## src/logic/draw_pkg.sv

```systemverilog
// ##################################################
// draw package: screen geometry, sprite ROM layout, shared types
// ##################################################

package draw_pkg;

	typedef logic [9:0]  coord_t;
	typedef logic [14:0] sprite_addr_t;
	typedef logic [15:0] sprite_data_t; // [3:0] r, [7:4] g, [11:8] b
	typedef logic [3:0]  color_t;
	typedef logic [15:0] bcd4_t; // msd in top nibble
	typedef logic [1:0]  lane_t;

	typedef enum logic [1:0] {
		SEQ_IDLE,
		SEQ_REQ,
		SEQ_RELEASE,
		SEQ_DONE
	} seq_state_t;

	localparam int NUM_LANES = 4;

	// lane rows and key indicator column
	localparam coord_t LANE_TOP        = 10'd200;
	localparam coord_t LANE_HEIGHT     = 10'd60;
	localparam coord_t INDICATOR_X     = 10'd420;
	localparam coord_t INDICATOR_WIDTH = 10'd60;

	// label and digit sprite sizes
	localparam coord_t SIGN_W  = 10'd24;
	localparam coord_t SIGN_H  = 10'd64;
	localparam coord_t DIGIT_W = 10'd24;
	localparam coord_t DIGIT_H = 10'd20;

	localparam sprite_addr_t DIGIT_SIZE = 15'd480; // glyph d at d*480
	localparam coord_t DIGIT_GAP = 10'd3;

	localparam coord_t X_PERFECT = 10'd396;
	localparam coord_t X_GREAT   = 10'd356;
	localparam coord_t X_GOOD    = 10'd316;
	localparam coord_t X_BAD     = 10'd276;
	localparam coord_t X_MISS    = 10'd236;

	localparam coord_t LABEL_Y = 10'd453;
	localparam coord_t DIGIT_Y = LABEL_Y + SIGN_H + 10'd10; // 527

	localparam coord_t COMBO_X = 10'd396;
	localparam coord_t COMBO_Y = 10'd98;

	// sprite ROM bases
	localparam sprite_addr_t BASE_PERFECT  = 15'd4800;
	localparam sprite_addr_t BASE_GREAT    = 15'd6336;
	localparam sprite_addr_t BASE_GOOD     = 15'd7872;
	localparam sprite_addr_t BASE_BAD      = 15'd9408;
	localparam sprite_addr_t BASE_MISS     = 15'd10944;
	localparam sprite_addr_t BASE_KEY_DOWN = 15'd19080;
	localparam sprite_addr_t BASE_KEY_UP   = 15'd22680;

	// request to colour, in cycles
	localparam int FETCH_LATENCY = 4;

endpackage

```

## src/logic/frame_sequencer.sv

```systemverilog
// ##################################################
// frame sequencer: display enable, first-frame flag and
// lane-by-lane refresh over a four-phase req/ack
// ##################################################

`timescale 1ns/10ps

module frame_sequencer (
	input  logic            CLK,
	input  logic            RESET_L,
	input  logic            sig_on,
	input  logic            refresh_ack,
	output logic            refresh_req,
	output draw_pkg::lane_t refresh_lane,
	output logic            frame_done,
	output logic            vga_reset,
	output logic            is_first_frame
);
	import draw_pkg::*;

	seq_state_t state;
	seq_state_t next_state;
	lane_t      lane;
	logic       is_working;
	logic       last_lane;

	assign last_lane = lane == lane_t'(NUM_LANES - 1);

	// first start enables display, second one ends blanking
	always_ff @(posedge CLK) begin
		if (!RESET_L) begin
			is_working <= 1'b0;
			is_first_frame <= 1'b1;
		end else if (sig_on && state == SEQ_IDLE) begin
			if (!is_working)
				is_working <= 1'b1;
			else
				is_first_frame <= 1'b0;
		end
	end

	always_ff @(posedge CLK) begin
		if (!RESET_L) begin
			state <= SEQ_IDLE;
			lane <= '0;
		end else begin
			state <= next_state;
			if (state == SEQ_IDLE)
				lane <= '0;
			else if (state == SEQ_RELEASE && !refresh_ack && !last_lane)
				lane <= lane + 1'b1; // next lane once ack drops
		end
	end

	always_comb begin
		next_state = state;
		case (state)
			SEQ_IDLE: begin
				if (sig_on)
					next_state = SEQ_REQ;
			end
			SEQ_REQ: begin
				if (refresh_ack)
					next_state = SEQ_RELEASE;
			end
			SEQ_RELEASE: begin
				// wait for the refresher to drop ack
				if (!refresh_ack)
					next_state = last_lane ? SEQ_DONE : SEQ_REQ;
			end
			SEQ_DONE:
				next_state = SEQ_IDLE;
			default:
				next_state = SEQ_IDLE;
		endcase
	end

	assign refresh_req = state == SEQ_REQ;
	assign refresh_lane = lane;
	assign frame_done = state == SEQ_DONE;
	assign vga_reset = !is_working;

endmodule

```

## src/logic/lane_indicator_addr.sv

```systemverilog
// ##################################################
// key indicator addressing: pressed or released art per lane
// ##################################################

`timescale 1ns/10ps

module lane_indicator_addr (
	input  draw_pkg::coord_t       vga_x,
	input  draw_pkg::coord_t       vga_y,
	input  logic [3:0]             is_key_down,
	output draw_pkg::sprite_addr_t lane_addr,
	output logic                   lane_hit
);
	import draw_pkg::*;

	logic         in_cols;
	logic         key_sel;
	coord_t       row_off;
	sprite_addr_t col_off;

	assign in_cols = vga_x >= INDICATOR_X && vga_x < INDICATOR_X + INDICATOR_WIDTH;

	// sprite stored column major, 60 words per column
	assign col_off = sprite_addr_t'(vga_x - INDICATOR_X) * sprite_addr_t'(INDICATOR_WIDTH);

	always_comb begin
		coord_t row_top;
		lane_hit = 1'b0;
		key_sel = 1'b0;
		row_off = '0;
		for (int i = 0; i < NUM_LANES; i++) begin
			row_top = LANE_TOP + coord_t'(i * LANE_HEIGHT);
			if (vga_y >= row_top && vga_y < row_top + LANE_HEIGHT) begin
				lane_hit = in_cols;
				key_sel = is_key_down[i];
				row_off = vga_y - row_top;
			end
		end
	end

	assign lane_addr = (key_sel ? BASE_KEY_DOWN : BASE_KEY_UP) + col_off
		+ sprite_addr_t'(row_off);

endmodule

```

## src/logic/score_panel_addr.sv

```systemverilog
// ##################################################
// score panel addressing: judgement labels, their counts
// and the combo counter
// ##################################################

`timescale 1ns/10ps

module score_panel_addr (
	input  draw_pkg::coord_t       vga_x,
	input  draw_pkg::coord_t       vga_y,
	input  draw_pkg::bcd4_t        perfect,
	input  draw_pkg::bcd4_t        great,
	input  draw_pkg::bcd4_t        good,
	input  draw_pkg::bcd4_t        bad,
	input  draw_pkg::bcd4_t        miss,
	input  draw_pkg::bcd4_t        combo,
	output draw_pkg::sprite_addr_t panel_addr,
	output logic                   panel_hit
);
	import draw_pkg::*;

	// stacks 0..4 sit under the labels, 5 is combo
	coord_t       stack_x [6];
	coord_t       stack_y [6];
	bcd4_t        counts [6];
	sprite_addr_t label_base [5];

	assign stack_x[0] = X_PERFECT;
	assign stack_x[1] = X_GREAT;
	assign stack_x[2] = X_GOOD;
	assign stack_x[3] = X_BAD;
	assign stack_x[4] = X_MISS;
	assign stack_x[5] = COMBO_X;

	assign stack_y[0] = DIGIT_Y;
	assign stack_y[1] = DIGIT_Y;
	assign stack_y[2] = DIGIT_Y;
	assign stack_y[3] = DIGIT_Y;
	assign stack_y[4] = DIGIT_Y;
	assign stack_y[5] = COMBO_Y;

	assign counts[0] = perfect;
	assign counts[1] = great;
	assign counts[2] = good;
	assign counts[3] = bad;
	assign counts[4] = miss;
	assign counts[5] = combo;

	assign label_base[0] = BASE_PERFECT;
	assign label_base[1] = BASE_GREAT;
	assign label_base[2] = BASE_GOOD;
	assign label_base[3] = BASE_BAD;
	assign label_base[4] = BASE_MISS;

	always_comb begin
		coord_t       slot_top;
		logic [3:0]   glyph;
		panel_hit = 1'b0;
		panel_addr = '0;
		slot_top = '0;
		glyph = '0;

		// labels first, perfect wins
		for (int i = 0; i < 5; i++) begin
			if (!panel_hit && vga_x >= stack_x[i] && vga_x < stack_x[i] + SIGN_W
					&& vga_y >= LABEL_Y && vga_y < LABEL_Y + SIGN_H) begin
				panel_hit = 1'b1;
				panel_addr = label_base[i]
					+ sprite_addr_t'(vga_x - stack_x[i]) * sprite_addr_t'(SIGN_H)
					+ sprite_addr_t'(vga_y - LABEL_Y);
			end
		end

		// digit slots, slot 0 on top shows the msd
		for (int s = 0; s < 6; s++) begin
			for (int d = 0; d < 4; d++) begin
				slot_top = stack_y[s] + coord_t'(d * (DIGIT_H + DIGIT_GAP));
				if (!panel_hit && vga_x >= stack_x[s] && vga_x < stack_x[s] + DIGIT_W
						&& vga_y >= slot_top && vga_y < slot_top + DIGIT_H) begin
					panel_hit = 1'b1;
					glyph = counts[s][(3 - d) * 4 +: 4];
					panel_addr = sprite_addr_t'(glyph) * DIGIT_SIZE
						+ sprite_addr_t'(vga_x - stack_x[s]) * sprite_addr_t'(DIGIT_H)
						+ sprite_addr_t'(vga_y - slot_top);
				end
			end
		end
	end

endmodule

```

## src/logic/pixel_fetch.sv

```systemverilog
// ##################################################
// pixel fetch: pipelined sprite ROM read into the VGA colour
// ##################################################

`timescale 1ns/10ps

module pixel_fetch (
	input  logic                   CLK,
	input  logic                   RESET_L,
	input  logic                   vga_request,
	input  logic                   is_first_frame,
	input  draw_pkg::sprite_addr_t lane_addr,
	input  logic                   lane_hit,
	input  draw_pkg::sprite_addr_t panel_addr,
	input  logic                   panel_hit,
	input  draw_pkg::sprite_data_t sprite_data,
	output logic                   sprite_en,
	output draw_pkg::sprite_addr_t sprite_addr,
	output draw_pkg::color_t       vga_r,
	output draw_pkg::color_t       vga_g,
	output draw_pkg::color_t       vga_b
);
	import draw_pkg::*;

	sprite_addr_t             pick_addr;
	logic [FETCH_LATENCY-2:0] valid_pipe; // [0] is the ROM enable
	logic [FETCH_LATENCY-2:0] blank_pipe;

	// lanes over panel, background reads word 0
	always_comb begin
		if (lane_hit)
			pick_addr = lane_addr;
		else if (panel_hit)
			pick_addr = panel_addr;
		else
			pick_addr = '0;
	end

	always_ff @(posedge CLK) begin
		if (!RESET_L)
			valid_pipe <= '0;
		else
			valid_pipe <= {valid_pipe[FETCH_LATENCY-3:0], vga_request};
	end

	always_ff @(posedge CLK) begin
		if (vga_request)
			sprite_addr <= pick_addr;
		blank_pipe <= {blank_pipe[FETCH_LATENCY-3:0], is_first_frame};
	end

	assign sprite_en = valid_pipe[0];

	// ROM word is valid alongside the last stage
	always_ff @(posedge CLK) begin
		if (!RESET_L) begin
			vga_r <= '0;
			vga_g <= '0;
			vga_b <= '0;
		end else if (valid_pipe[FETCH_LATENCY-2]) begin
			if (blank_pipe[FETCH_LATENCY-2]) begin
				vga_r <= '0;
				vga_g <= '0;
				vga_b <= '0;
			end else begin
				vga_r <= sprite_data[3:0];
				vga_g <= sprite_data[7:4];
				vga_b <= sprite_data[11:8];
			end
		end
	end

endmodule

```

## src/logic/draw_controller.sv

```systemverilog
// ##################################################
// draw controller: frame sequencing and sprite drawing top
// ##################################################

`timescale 1ns/10ps

module draw_controller (
	input  logic                   CLK,
	input  logic                   RESET_L,
	input  logic                   sig_on,
	output logic                   frame_done,
	output logic                   refresh_req,
	output draw_pkg::lane_t        refresh_lane,
	input  logic                   refresh_ack,
	output logic                   sprite_en,
	output draw_pkg::sprite_addr_t sprite_addr,
	input  draw_pkg::sprite_data_t sprite_data,
	input  logic [3:0]             is_key_down,
	input  draw_pkg::bcd4_t        perfect,
	input  draw_pkg::bcd4_t        great,
	input  draw_pkg::bcd4_t        good,
	input  draw_pkg::bcd4_t        bad,
	input  draw_pkg::bcd4_t        miss,
	input  draw_pkg::bcd4_t        combo,
	input  draw_pkg::coord_t       vga_x,
	input  draw_pkg::coord_t       vga_y,
	input  logic                   vga_request,
	output draw_pkg::color_t       vga_r,
	output draw_pkg::color_t       vga_g,
	output draw_pkg::color_t       vga_b,
	output logic                   vga_reset
);
	import draw_pkg::*;

	logic         is_first_frame;
	sprite_addr_t lane_addr;
	logic         lane_hit;
	sprite_addr_t panel_addr;
	logic         panel_hit;

	frame_sequencer frame_sequencer_i (
		.CLK(CLK),
		.RESET_L(RESET_L),
		.sig_on(sig_on),
		.refresh_ack(refresh_ack),
		.refresh_req(refresh_req),
		.refresh_lane(refresh_lane),
		.frame_done(frame_done),
		.vga_reset(vga_reset),
		.is_first_frame(is_first_frame)
	);

	lane_indicator_addr lane_indicator_addr_i (
		.vga_x(vga_x),
		.vga_y(vga_y),
		.is_key_down(is_key_down),
		.lane_addr(lane_addr),
		.lane_hit(lane_hit)
	);

	score_panel_addr score_panel_addr_i (
		.vga_x(vga_x),
		.vga_y(vga_y),
		.perfect(perfect),
		.great(great),
		.good(good),
		.bad(bad),
		.miss(miss),
		.combo(combo),
		.panel_addr(panel_addr),
		.panel_hit(panel_hit)
	);

	pixel_fetch pixel_fetch_i (
		.CLK(CLK),
		.RESET_L(RESET_L),
		.vga_request(vga_request),
		.is_first_frame(is_first_frame),
		.lane_addr(lane_addr),
		.lane_hit(lane_hit),
		.panel_addr(panel_addr),
		.panel_hit(panel_hit),
		.sprite_data(sprite_data),
		.sprite_en(sprite_en),
		.sprite_addr(sprite_addr),
		.vga_r(vga_r),
		.vga_g(vga_g),
		.vga_b(vga_b)
	);

endmodule

```

## config.mk

```make
export PLATFORM = sky130hd
export DESIGN_NAME = draw_controller
export DESIGN_NICKNAME = d
export VERILOG_FILES = /design/src/logic/draw_pkg.sv /design/src/logic/frame_sequencer.sv /design/src/logic/lane_indicator_addr.sv /design/src/logic/score_panel_addr.sv /design/src/logic/pixel_fetch.sv /design/src/logic/draw_controller.sv
export SDC_FILE = /design/constraint.sdc
export NUM_CORES = 1
export LEC_CHECK = 0
export BUFFER_PORTS_ARGS = -buffer_cell sky130_fd_sc_hd__buf_2
export CAP_MARGIN = 20
export CORE_MARGIN = 3
export CORE_UTILIZATION = 30
export CTS_CLUSTER_DIAMETER = 60
export DETAILED_ROUTE_END_ITERATION = 6
export SYNTH_ARGS = -nofsm -noshare
export SYNTH_HDL_FRONTEND = slang
export SYNTH_HIERARCHICAL = 1
export SYNTH_SLANG_ARGS = --single-unit
```

## constraint.sdc

```tcl
create_clock -name CLK -period 9.8 [get_ports CLK]
set_input_delay 1.96 -clock CLK [delete_from_list [all_inputs] [get_ports CLK]]
set_output_delay 1.96 -clock CLK [all_outputs]
set_load 0.02 [all_outputs]
```

Word-level counts from Yosys, hierarchy flattened
Index checks and enable logic that the tools add are counted.
- equal/unequal tests: 7
- shift-type cells: 0
- multipliers: 30
- div/mod/pow operators: 0
- add/sub/neg operators: 80
- bitwise gates (word level): 1
- reduce and logical (&&, ||, !) cells: 158
- magnitude comparators: 38
- muxes and demuxes: 81
- operators by type and width (cell ; number):
    $mux W15 ; 31
    $add A15 B15 Y15 ; 30
    $add A13 B15 Y15 ; 24
    $mul A4 B4 Y8 const B ; 24
    $logic_and A1 B1 Y1 ; 123
    $lt A10 B9 Y1 const B ; 10
    $ge A10 B9 Y1 const B ; 9
    $mul A15 B3 Y13 const B ; 5
    $sub A10 B9 Y11 const B ; 6
    $lt A10 B10 Y1 const B ; 5
    $add A13 B15 Y15 const A ; 3
    $sub A10 B10 Y11 const B ; 4
    $ge A10 B10 Y1 const B ; 4
    $ge A10 B8 Y1 const B ; 4
    $mux W10 ; 4
    $mux W1 ; 37
    $sub A10 B8 Y11 const B ; 3
    $logic_not A1 Y1 ; 31
    $add A14 B15 Y15 const A ; 2
    $lt A10 B8 Y1 const B ; 3
    $sub A10 B9 Y10 const B ; 3
    $sub A10 B7 Y11 const B ; 2
    $ge A10 B7 Y1 const B ; 2
    $add A15 B10 Y15 ; 1
    17 further kinds ; 25
- bits in writable memories: 0
- logic and storage cells: 405
- memories: 0
- bits in latches: 0
- flip-flop bits (word level): 39
- ROM bits: 0

Depth between registers and ports, before layout
Gate-level depths: netlist of the first run.
- word-level depth: 175
- mapped depth: 31
- gate-level depth less buffers: 30

Cells and area by module
Netlist of the first run, hierarchy kept.
- modules (own cells, without submodules) (module ; area each (um^2) ; cells each ; instances):
    score_panel_addr ; 31849.3 ; 3742 ; 1
    lane_indicator_addr ; 2548.7 ; 326 ; 1
    pixel_fetch ; 1251.2 ; 99 ; 1
    frame_sequencer ; 277.8 ; 29 ; 1

Worst setup path before layout of the first run
Ideal clock, no wire load.
- path kind: in2reg
- from: input port vga_x[2]
- to: register pixel_fetch_i.sprite_addr[14], data pin
- buffers on the path: 1
- stages: 26
- data arrival time: 8012 ps
- path slack: 1532 ps
- cell sequence: clkbuf_1 inv_1 ha_1 ha_1 ha_1 inv_1 fa_1 inv_1 a21o_1 a21o_1 xor2_1 fa_1 ha_1 or2_2 o22ai_1 inv_1 a31o_2 o41ai_1 xnor2_1 xnor2_1 a221oi_1 o211ai_1 a21o_1 a2111oi_2 a2111oi_2 a22o_1
- word-level cells in the longest chain between the ends: 175
- elaborated cells between the ends (all ways): 292
- classes of those cells: add/sub (66); mul (6); order compare (12); mux (64); reduce/logical (144)
- RTL lines (what ; line ; RTL):
    start: declaration ; draw_controller.sv:25 ; input draw_pkg::coord_t vga_x,
    $ge A10 B9 Y1 or $lt A10 B9 Y1 (tied branches) ; score_panel_addr.sv:65, score_panel_addr.sv:78 ;
    $logic_and A1 B1 Y1 ; score_panel_addr.sv:65 ; if (!panel_hit && vga_x >= stack_x[i] && vga_x < stack_x[i] + SIGN_W
    $logic_and A1 B1 Y1 (2 in a row) ; score_panel_addr.sv:66 ; && vga_y >= LABEL_Y && vga_y < LABEL_Y + SIGN_H) begin
    $mux W1 ; score_panel_addr.sv:65 ;
    $logic_not A1 Y1 ; score_panel_addr.sv:65 ;
    $logic_and A1 B1 Y1 (2 in a row) ; score_panel_addr.sv:65 ;
    $logic_and A1 B1 Y1 (2 in a row) ; score_panel_addr.sv:66 ;
    $mux W1 ; score_panel_addr.sv:65 ;
    [156 not listed] ; - ;
    $logic_not A1 Y1 ; score_panel_addr.sv:78 ; if (!panel_hit && vga_x >= stack_x[s] && vga_x < stack_x[s] + DIGIT_W
    $logic_and A1 B1 Y1 (2 in a row) ; score_panel_addr.sv:78 ;
    $logic_and A1 B1 Y1 (2 in a row) ; score_panel_addr.sv:79 ; && vga_y >= slot_top && vga_y < slot_top + DIGIT_H) begin
    $mux W15 (*) ; score_panel_addr.sv:78 ;
    via panel_addr[14] ; draw_controller.sv:38 ; sprite_addr_t panel_addr;
    $mux W15 (*) ; pixel_fetch.sv:33 ; else if (panel_hit)
    $mux W15 (*) ; pixel_fetch.sv:31 ; if (lane_hit)
    via pixel_fetch_i.pick_addr[14] ; pixel_fetch.sv:25 ; sprite_addr_t pick_addr;
    end signal: assignment ; pixel_fetch.sv:48 ; sprite_addr <= pick_addr;
    end: declaration ; pixel_fetch.sv:18 ; output draw_pkg::sprite_addr_t sprite_addr,
The timed path passes the listed nets; every way through them passes the cells marked *.
A chain may end at the register's enable or synchronous reset.

Worst setup path after layout of the first run
- from: input port vga_x[2]
- to: register pixel_fetch_i.sprite_addr[12], data pin
Same word-level chain as after synthesis.

==> results.md, run 1 <==
* DR top layer: met5
* 1st-iter DRT viols at 2987
* Switching power share of the total at 0.565
* Slowest stage delay, CP at 0.61 ns
* Core footprint at 0.118 mm2
* Startpoint Class: input pin
* Pins Over Slew Limit at 0
* RSZ-0062 raised after global routing: false
* Met2 WL post-DR at 55.9 mm
* Largest net degree at the start of global routing at 35
* Skew final at 0.00182 ns
* Critical path type: in2reg
* Non-Filler Instances at 6001
* Worst reg2reg endpoint: pixel_fetch_i/vga_b[3]
* Dpl hpwl at 108 mm
* CTS root buf: clkbuf_16
* Layout cell share with drive strength beyond 1 at 0.0898
* Wire per inst at 21.2 um
* PortBufs at 169
* Die area at 0.124 mm2
* Area of the multi-input gates at 0.0323 mm2
* Clk pwr share at 0.016
* Worst hold slack at 0.330 ns
* Hold Path Class: reg2reg
* Setup tns final at 0 ns
* Die X at 352 um
* Critical path required time at 9.83 ns
* Placed Cells at 5992
* Highest-delay cell along the critical path: or4_1
* Rows at 126
* DR pass1 iterations at 6
* Post-synthesis cell count at 4196
* Final Critical Period at 9.20 ns
* Vias in the first global route at 31.3k
* Num Clock Sinks at 39
* DRC at 0
* Asr flop ratio synth at 0
* # fillers at 12.5k
* Ys flop type: dfxtp_1
* Library cells used by synthesis at 118
* Grt total ovfl at 0
* DRT met1 WL at 55.2 mm
* RePlAce Congestion at 0.983
* CP endpoint: pixel_fetch_i/sprite_addr[12]
* Fmax at 0.109 GHz
* Area grow syn2layout at 9.69%
* P_int at 4950 uW
* Met3 routed WL at 10.6 mm
* Net Sw Power at 6420 uW
* CTS tree: built
* Initial Util at 0.303
* Flop2flop setup slack at 8.57 ns
* Die height at 352 um
* Sequential share of power at 0.016
* # diodes at 0
* Outcome: finished, final reports clean
* Post-synth EDFFs at 15
* Critical path origin: vga_x[2]
* Power Dens Cells at 288 mW/mm2
* Final WL at 127 mm
* Logic pwr share at 0.968
* Worst VDD drop at 0.184 mV
* Pleak at 0.0193 uW
* Sequential-to-total area share from yosys stat at 0.0259
* Nets at 5625
* Tcrit/Tclk final at 0.939
* Reg clk slew, reported paths at 0.06 ns
* Critical path arrival at 9.23 ns
* Synthesized flop and latch total at 39
* DR vias at 31.6k
* Most frequent cells in the layout: 744 x ha_1, 606 x inv_1, 382 x xnor2_1
* Post_cts resized at 0
* Syn_area_per_cell at 8.56 um2
* Final hold vios at 0
* Initial antenna violation count at 3
* Post-CTS setup buffers at 0
* Post-route ant nets at 0
* Clock Latency Late Sink at 0.28 ns
* Slew @ Worst Pin at 1.07 ns
* Max cap viols at 0
* Worst R2R Start: pixel_fetch_i/valid_pipe[2]
* Ys Warns at 6
* Reg area at 931 um2
* Vias per std cell at 5.27
* Syn nets at 5421
* CTS HTree Levels at 2
* First-pass GRT wire length at 192 mm
* Critical Path End Type: flip-flop
* Total Routing Usage GR at 0.200
* CTS Hold Bufs at 0
* Max_slew headroom at 0.283
* Final total power at 11400 uW
* Cells on worst reg2reg path at 2
* Worst-path maximum fanout at 16
* Clock Tree Buf Depth at 2
* Final setup fails at 0
* Commonest non-fill, non-tap cell in the layout: ha_1
* # IOs at 174
* Hold Crit Start: pixel_fetch_i/blank_pipe[1]
* CTS buffer count at 5
* Mapped Area at 0.0359 mm2
## critical path, delay by kind of cell
kind / cells / cell delay (ns)
adders and majority gates: 6 / 2.37
AOI/OAI and AO/OA: 9 / 2.35
and+or+nand+nor: 5 / 1.14
buffers and inverters: 4 / 0.70
xor gates and xnor gates: 2 / 0.68
## cells by family after synthesis
| family | share of synthesized area |
|---|---|
| AND/OR/NAND/NOR | 0.0985 |
| multiplexers | 0.00167 |
| adder cells (fa/ha/maj) | 0.449 |
| XOR/XNOR | 0.142 |
| flip-flops | 0.0259 |
| buffers and inverters | 0.0763 |
| AO/OA/AOI/OAI | 0.206 |
## power by group through the flow
stage / Sequential (uW) / Clock, uW / Combinational, uW
after detailed placement: 185 / 0 / 10800
after floorplan: 192 / 0 / 8120
after global routing: 182 / 193 / 12200
final: 181 / 180 / 11000
after CTS: 181 / 184 / 10900
after global placement: 185 / 0 / 10700
## cell usage after synthesis (all sizes together) (10+ instances only)
library cell    n  area, um2
o22ai          33        213
nor3           83        425
o21a           27        203
o21bai         91        683
a221oi         35        332
a21o          143       1070
a21oi         350       1780
xor2          179       1570
o41ai          13        114
and3           15       93.8
xnor2         387       3400
nand3b         15        113
nor4           14       93.8
or3            13       86.3
o211ai         16        120
nand2         189        719
inv           611       2290
a22o           19        179
clkbuf         33        124
nand4          23        144
a211oi         29        250
nor2          175        677
and2           13       82.6
a2111oi        21        275
nand3          63        330
o21ai         144        732
a211o          10       96.4
o221ai         21        184
buf            53        325
or2            17        106
nor2b          26        173
a22oi          23        173
ha            744       9310
dfxtp          24        480
nand2b         30        195
a31oi          27        169
fa            340       6810
edfxtp         15        450
a221o          11        111
## flip-flops by register name, indices dropped and copies added, names as in the netlist
name                              cells
frame_sequencer_i/is_first_frame      1
pixel_fetch_i/valid_pipe              3
pixel_fetch_i/vga_g                   4
pixel_fetch_i/blank_pipe              3
frame_sequencer_i/is_working          1
pixel_fetch_i/vga_r                   4
frame_sequencer_i/state               2
pixel_fetch_i/sprite_addr            15
pixel_fetch_i/vga_b                   4
frame_sequencer_i/refresh_lane        2
## final cells by class
| cell class | count | area share |
|---|---|---|
| Clock buffer | 7 | 0.00416 |
| Clock inverter | 1 | 0.000127 |
| Inverter | 611 | 0.0582 |
| Multi-Input combinational cell | 3460 | 0.820 |
| Sequential cell | 39 | 0.0236 |
| Tap cell | 1600 | 0.0508 |
| Timing Repair Buffer | 283 | 0.0431 |
## how the worst min path moves through the flow
stage / cells after the start / endpoint / slack (ns)
after CTS: 0 / pixel_fetch_i/blank_pipe[2] / 0.33
final: 0 / pixel_fetch_i/blank_pipe[2] / 0.33
after global placement: 0 / pixel_fetch_i/blank_pipe[2] / 0.31
after detailed placement: 0 / pixel_fetch_i/blank_pipe[2] / 0.32
after global routing: 0 / pixel_fetch_i/blank_pipe[2] / 0.34
after floorplan: 0 / pixel_fetch_i/blank_pipe[1] / 0.31
## layer usage
| metal | up-vias | GRT usage |
|---|---|---|
| li1 | 14900 | - |
| met3 | 223 | 0.0334 |
| met1 | 15200 | 0.271 |
| met5 | - | 0 |
| met2 | 1218 | 0.322 |
| met4 | 4 | 0.0702 |
## stage by stage
stage / instance area, um2 / util / setup slack (ns)
final: 39400 / 0.333 / 0.602
after global routing: 39400 / 0.333 / 0.501
after CTS: 39400 / 0.333 / 0.828
after detailed placement: 39200 / 0.331 / 0.557
after global placement: 39200 / 0.331 / 0.667
after floorplan: 35900 / - / 1.53
Note: power is estimated with default switching activity, not from simulation.
==> run 2: changes to the inputs <==
--- a/config.mk
+++ b/config.mk
@@ -5,6 +5,7 @@
 export SDC_FILE = /design/constraint.sdc
 export NUM_CORES = 1
 export LEC_CHECK = 0
+export ABC_AREA = 1
 export BUFFER_PORTS_ARGS = -buffer_cell sky130_fd_sc_hd__buf_2
 export CAP_MARGIN = 20
 export CORE_MARGIN = 3
==> run 2 against run 1 <==
  * Hold slack worse by 0.0029 ns
  * Global-route usage shrank 0.27 points
  * Highest routed layer unchanged
  * Critical endpoint unchanged
  * Clock-buffer cell count is 1 lower
==> results.md, run 2 <==
* Die X at 358 um (+1.6%)
* Most used cell, CP: nand2_1
* DR vias at 34.5k (+9.1%)
* Hold Path Class: reg2reg
* Yosys top cell by area: ha_1
* PortBufs at 169 (unchanged)
* Vias in the first global route at 33.3k (+6.5%)
* Library cells used by synthesis at 69 (-42%)
* Syn_area_per_cell at 7.29 um2 (-15%)
* Die area at 0.128 mm2 (+3.3%)
* Ys flop type: dfxtp_1
* Area grow syn2layout at 10.4%
* Worst reg2reg endpoint: pixel_fetch_i/vga_b[3]
* Nets at 6584 (+17%)
* Slowest stage delay, CP at 0.48 ns (-0.13 ns)
* First-pass GRT wire length at 194 mm (+1.1%)
* Worst-path maximum fanout at 10 (-6)
* Critical path required time at 9.83 ns (about the same)
* Ys Warns at 6 (unchanged)
* Post-route ant nets at 0 (unchanged)
* Most frequent cells in the layout: 915 x inv_1, 873 x nand2_1, 744 x ha_1
* Mapped Area at 0.0371 mm2 (+3.4%)
* CTS tree: built
* Layout cell share with drive strength beyond 1 at 0.0914 (+0.00167)
* Area contributors post-synth: ha_1 25%, fa_1 18%, inv_1 9.2%
* DRC at 0 (unchanged)
* Core footprint at 0.122 mm2 (+3.3%)
* 1st-iter DRT viols at 2520 (-16%)
* Fmax at 0.108 GHz (-0.69%)
* Final Critical Period at 9.26 ns (+0.0638 ns)
* RePlAce Congestion at 1.01 (+3.1%)
* Post-CTS setup buffers at 0 (unchanged)
* Flop2flop setup slack at 8.74 ns (+0.17 ns)
* Max reg flops at 15 (unchanged)
* Asr flop ratio synth at 0 (unchanged)
* CTS HTree Levels at 2 (unchanged)
* Clock Latency Late Sink at 0.28 ns (about the same)
* Total Routing Usage GR at 0.198 (-0.00274)
* Wire per inst at 18.4 um (-13%)
* Max cap viols at 0 (unchanged)
* Max_slew headroom at 0.297 (+0.0140)
* RSZ-0062 raised after global routing: false
* Placed Cells at 6977 (+16%)
* Synth top area share at 0.251 (-0.00843)
* Critical Path End Type: flip-flop
* Tcrit/Tclk final at 0.945 (+0.00651)
* Post-synthesis cell count at 5091 (+21%)
* Final hold vios at 0 (unchanged)
* Syn nets at 6316 (+17%)
* Die height at 358 um (+1.6%)
* Initial Util at 0.304 (about the same)
* Startpoint Class: input pin
* DR pass1 iterations at 6 (unchanged)
* # IOs at 174 (unchanged)
* Non-Filler Instances at 6989 (+16%)
* CTS root buf: clkbuf_16
* Top cells by instance count after synthesis: 915 x inv_1, 873 x nand2_1, 744 x ha_1
* Initial antenna violation count at 9 (+6)
* Power Dens Cells at 262 mW/mm2 (-9.2%)
* Pins Over Slew Limit at 0 (unchanged)
* Synthesized flop and latch total at 39 (unchanged)
* Outcome: finished, final reports clean
* Post_cts resized at 0 (unchanged)
* Num Clock Sinks at 39 (unchanged)
* Highest-delay cell along the critical path: fa_1
* Sequential-to-total area share from yosys stat at 0.0251 (-0.000843)
* Slew @ Worst Pin at 1.05 ns (-0.0259 ns)
* Clock Tree Buf Depth at 2 (unchanged)
* Largest net degree at the start of global routing at 29 (-17%)
* Post-synth EDFFs at 15 (unchanged)
* Commonest non-fill, non-tap cell in the layout: inv_1
* Cells on worst reg2reg path at 3 (+1)
* Critical path type: in2reg
* Hold Crit Start: pixel_fetch_i/blank_pipe[1]
* WHS Endpoint: pixel_fetch_i/blank_pipe[2]
* Critical path arrival at 9.29 ns (+0.06 ns)
* Reg with most FFs: pixel_fetch_i/sprite_addr
* CTS Hold Bufs at 0 (unchanged)
* Pleak at 0.0217 uW (+13%)
* Setup tns final at 0 ns (unchanged)
* CTS buffer count at 5 (unchanged)
* Grt total ovfl at 0 (unchanged)
* Hold path depth at 0 (unchanged)
* Rows at 128 (+1.6%)
* Worst R2R Start: pixel_fetch_i/valid_pipe[2]
* Dpl hpwl at 114 mm (+5.5%)
* Skew final at 0.00389 ns (+0.00208 ns)
* Final WL at 129 mm (+1.3%)
* Most common cell in the netlist: inv_1
* Worst VDD drop at 0.117 mV (-36%)
* Vias per std cell at 4.94 (-6.3%)
* Reg clk slew, reported paths at 0.05 ns (about the same)
* Final setup fails at 0 (unchanged)
## run 2: final cells by class
cell class	instances	area (um2)
clock buffer	6	129
multi-input combinational	4039	32300
tap	1625	2030
timing repair buffer	318	1990
inverter	956	3620
antenna	4	10.0
fill	13300	81400
sequential	39	931
clock inverter	2	12.5
## run 2: worst max-delay path by stage
stage,start,endpoint,slack [ns]
final,vga_x[2],pixel_fetch_i/sprite_addr[12],0.54
after global routing,vga_x[2],pixel_fetch_i/sprite_addr[13],0.10
after CTS,vga_x[2],pixel_fetch_i/sprite_addr[12],0.73
after detailed placement,vga_x[2],pixel_fetch_i/sprite_addr[14],0.45
after global placement,vga_x[2],pixel_fetch_i/sprite_addr[14],0.51
after floorplan,vga_y[4],pixel_fetch_i/sprite_addr[13],1.56
## run 2: through the flow
step,utilization,area [um2],hold WS [ns],power (uW),setup WS (ns)
after floorplan,-,37100,0.310,7670,1.56
after global placement,0.334,40800,0.311,10400,0.515
after detailed placement,0.334,40800,0.317,10400,0.452
after CTS,0.335,41000,0.329,10700,0.730
after global routing,0.335,41000,0.327,12000,0.101
final,0.335,41000,0.327,10700,0.538
## run 2: routing by layer
| layer | global-route usage | vias to the layer above | routed length, um |
|---|---|---|---|
| met1 | 0.265 | 16300 | 56700 |
| li1 | - | 17000 | - |
| met2 | 0.331 | 1085 | 58500 |
| met4 | 0.0589 | 6 | 4600 |
| met3 | 0.0245 | 157 | 9030 |
| met5 | 0 | - | 35 |
## run 2: report_power, final
group | internal [uW] | switching (uW)
sequential | 201 | 7.94
combinational | 4030 | 6340
clock | 93.6 | 56.6
## run 2: cells by family after synthesis
family | after synthesis | synth area share
AND/OR/NAND/NOR | 1717 | 0.206
adder cells (fa/ha/maj) | 1086 | 0.435
flip-flops | 39 | 0.0251
XOR/XNOR | 474 | 0.113
buffers and inverters | 1013 | 0.107
AO/OA/AOI/OAI | 762 | 0.115
## run 2: worst max-delay path, delay by kind of cell
kind,cells,cell delay [ns]
AND/OR/NAND/NOR,16,1.77
XOR/XNOR,2,0.52
AO/OA/AOI/OAI,9,1.69
adder cells (fa/ha/maj),6,2.12
buffers and inverters,7,1.26
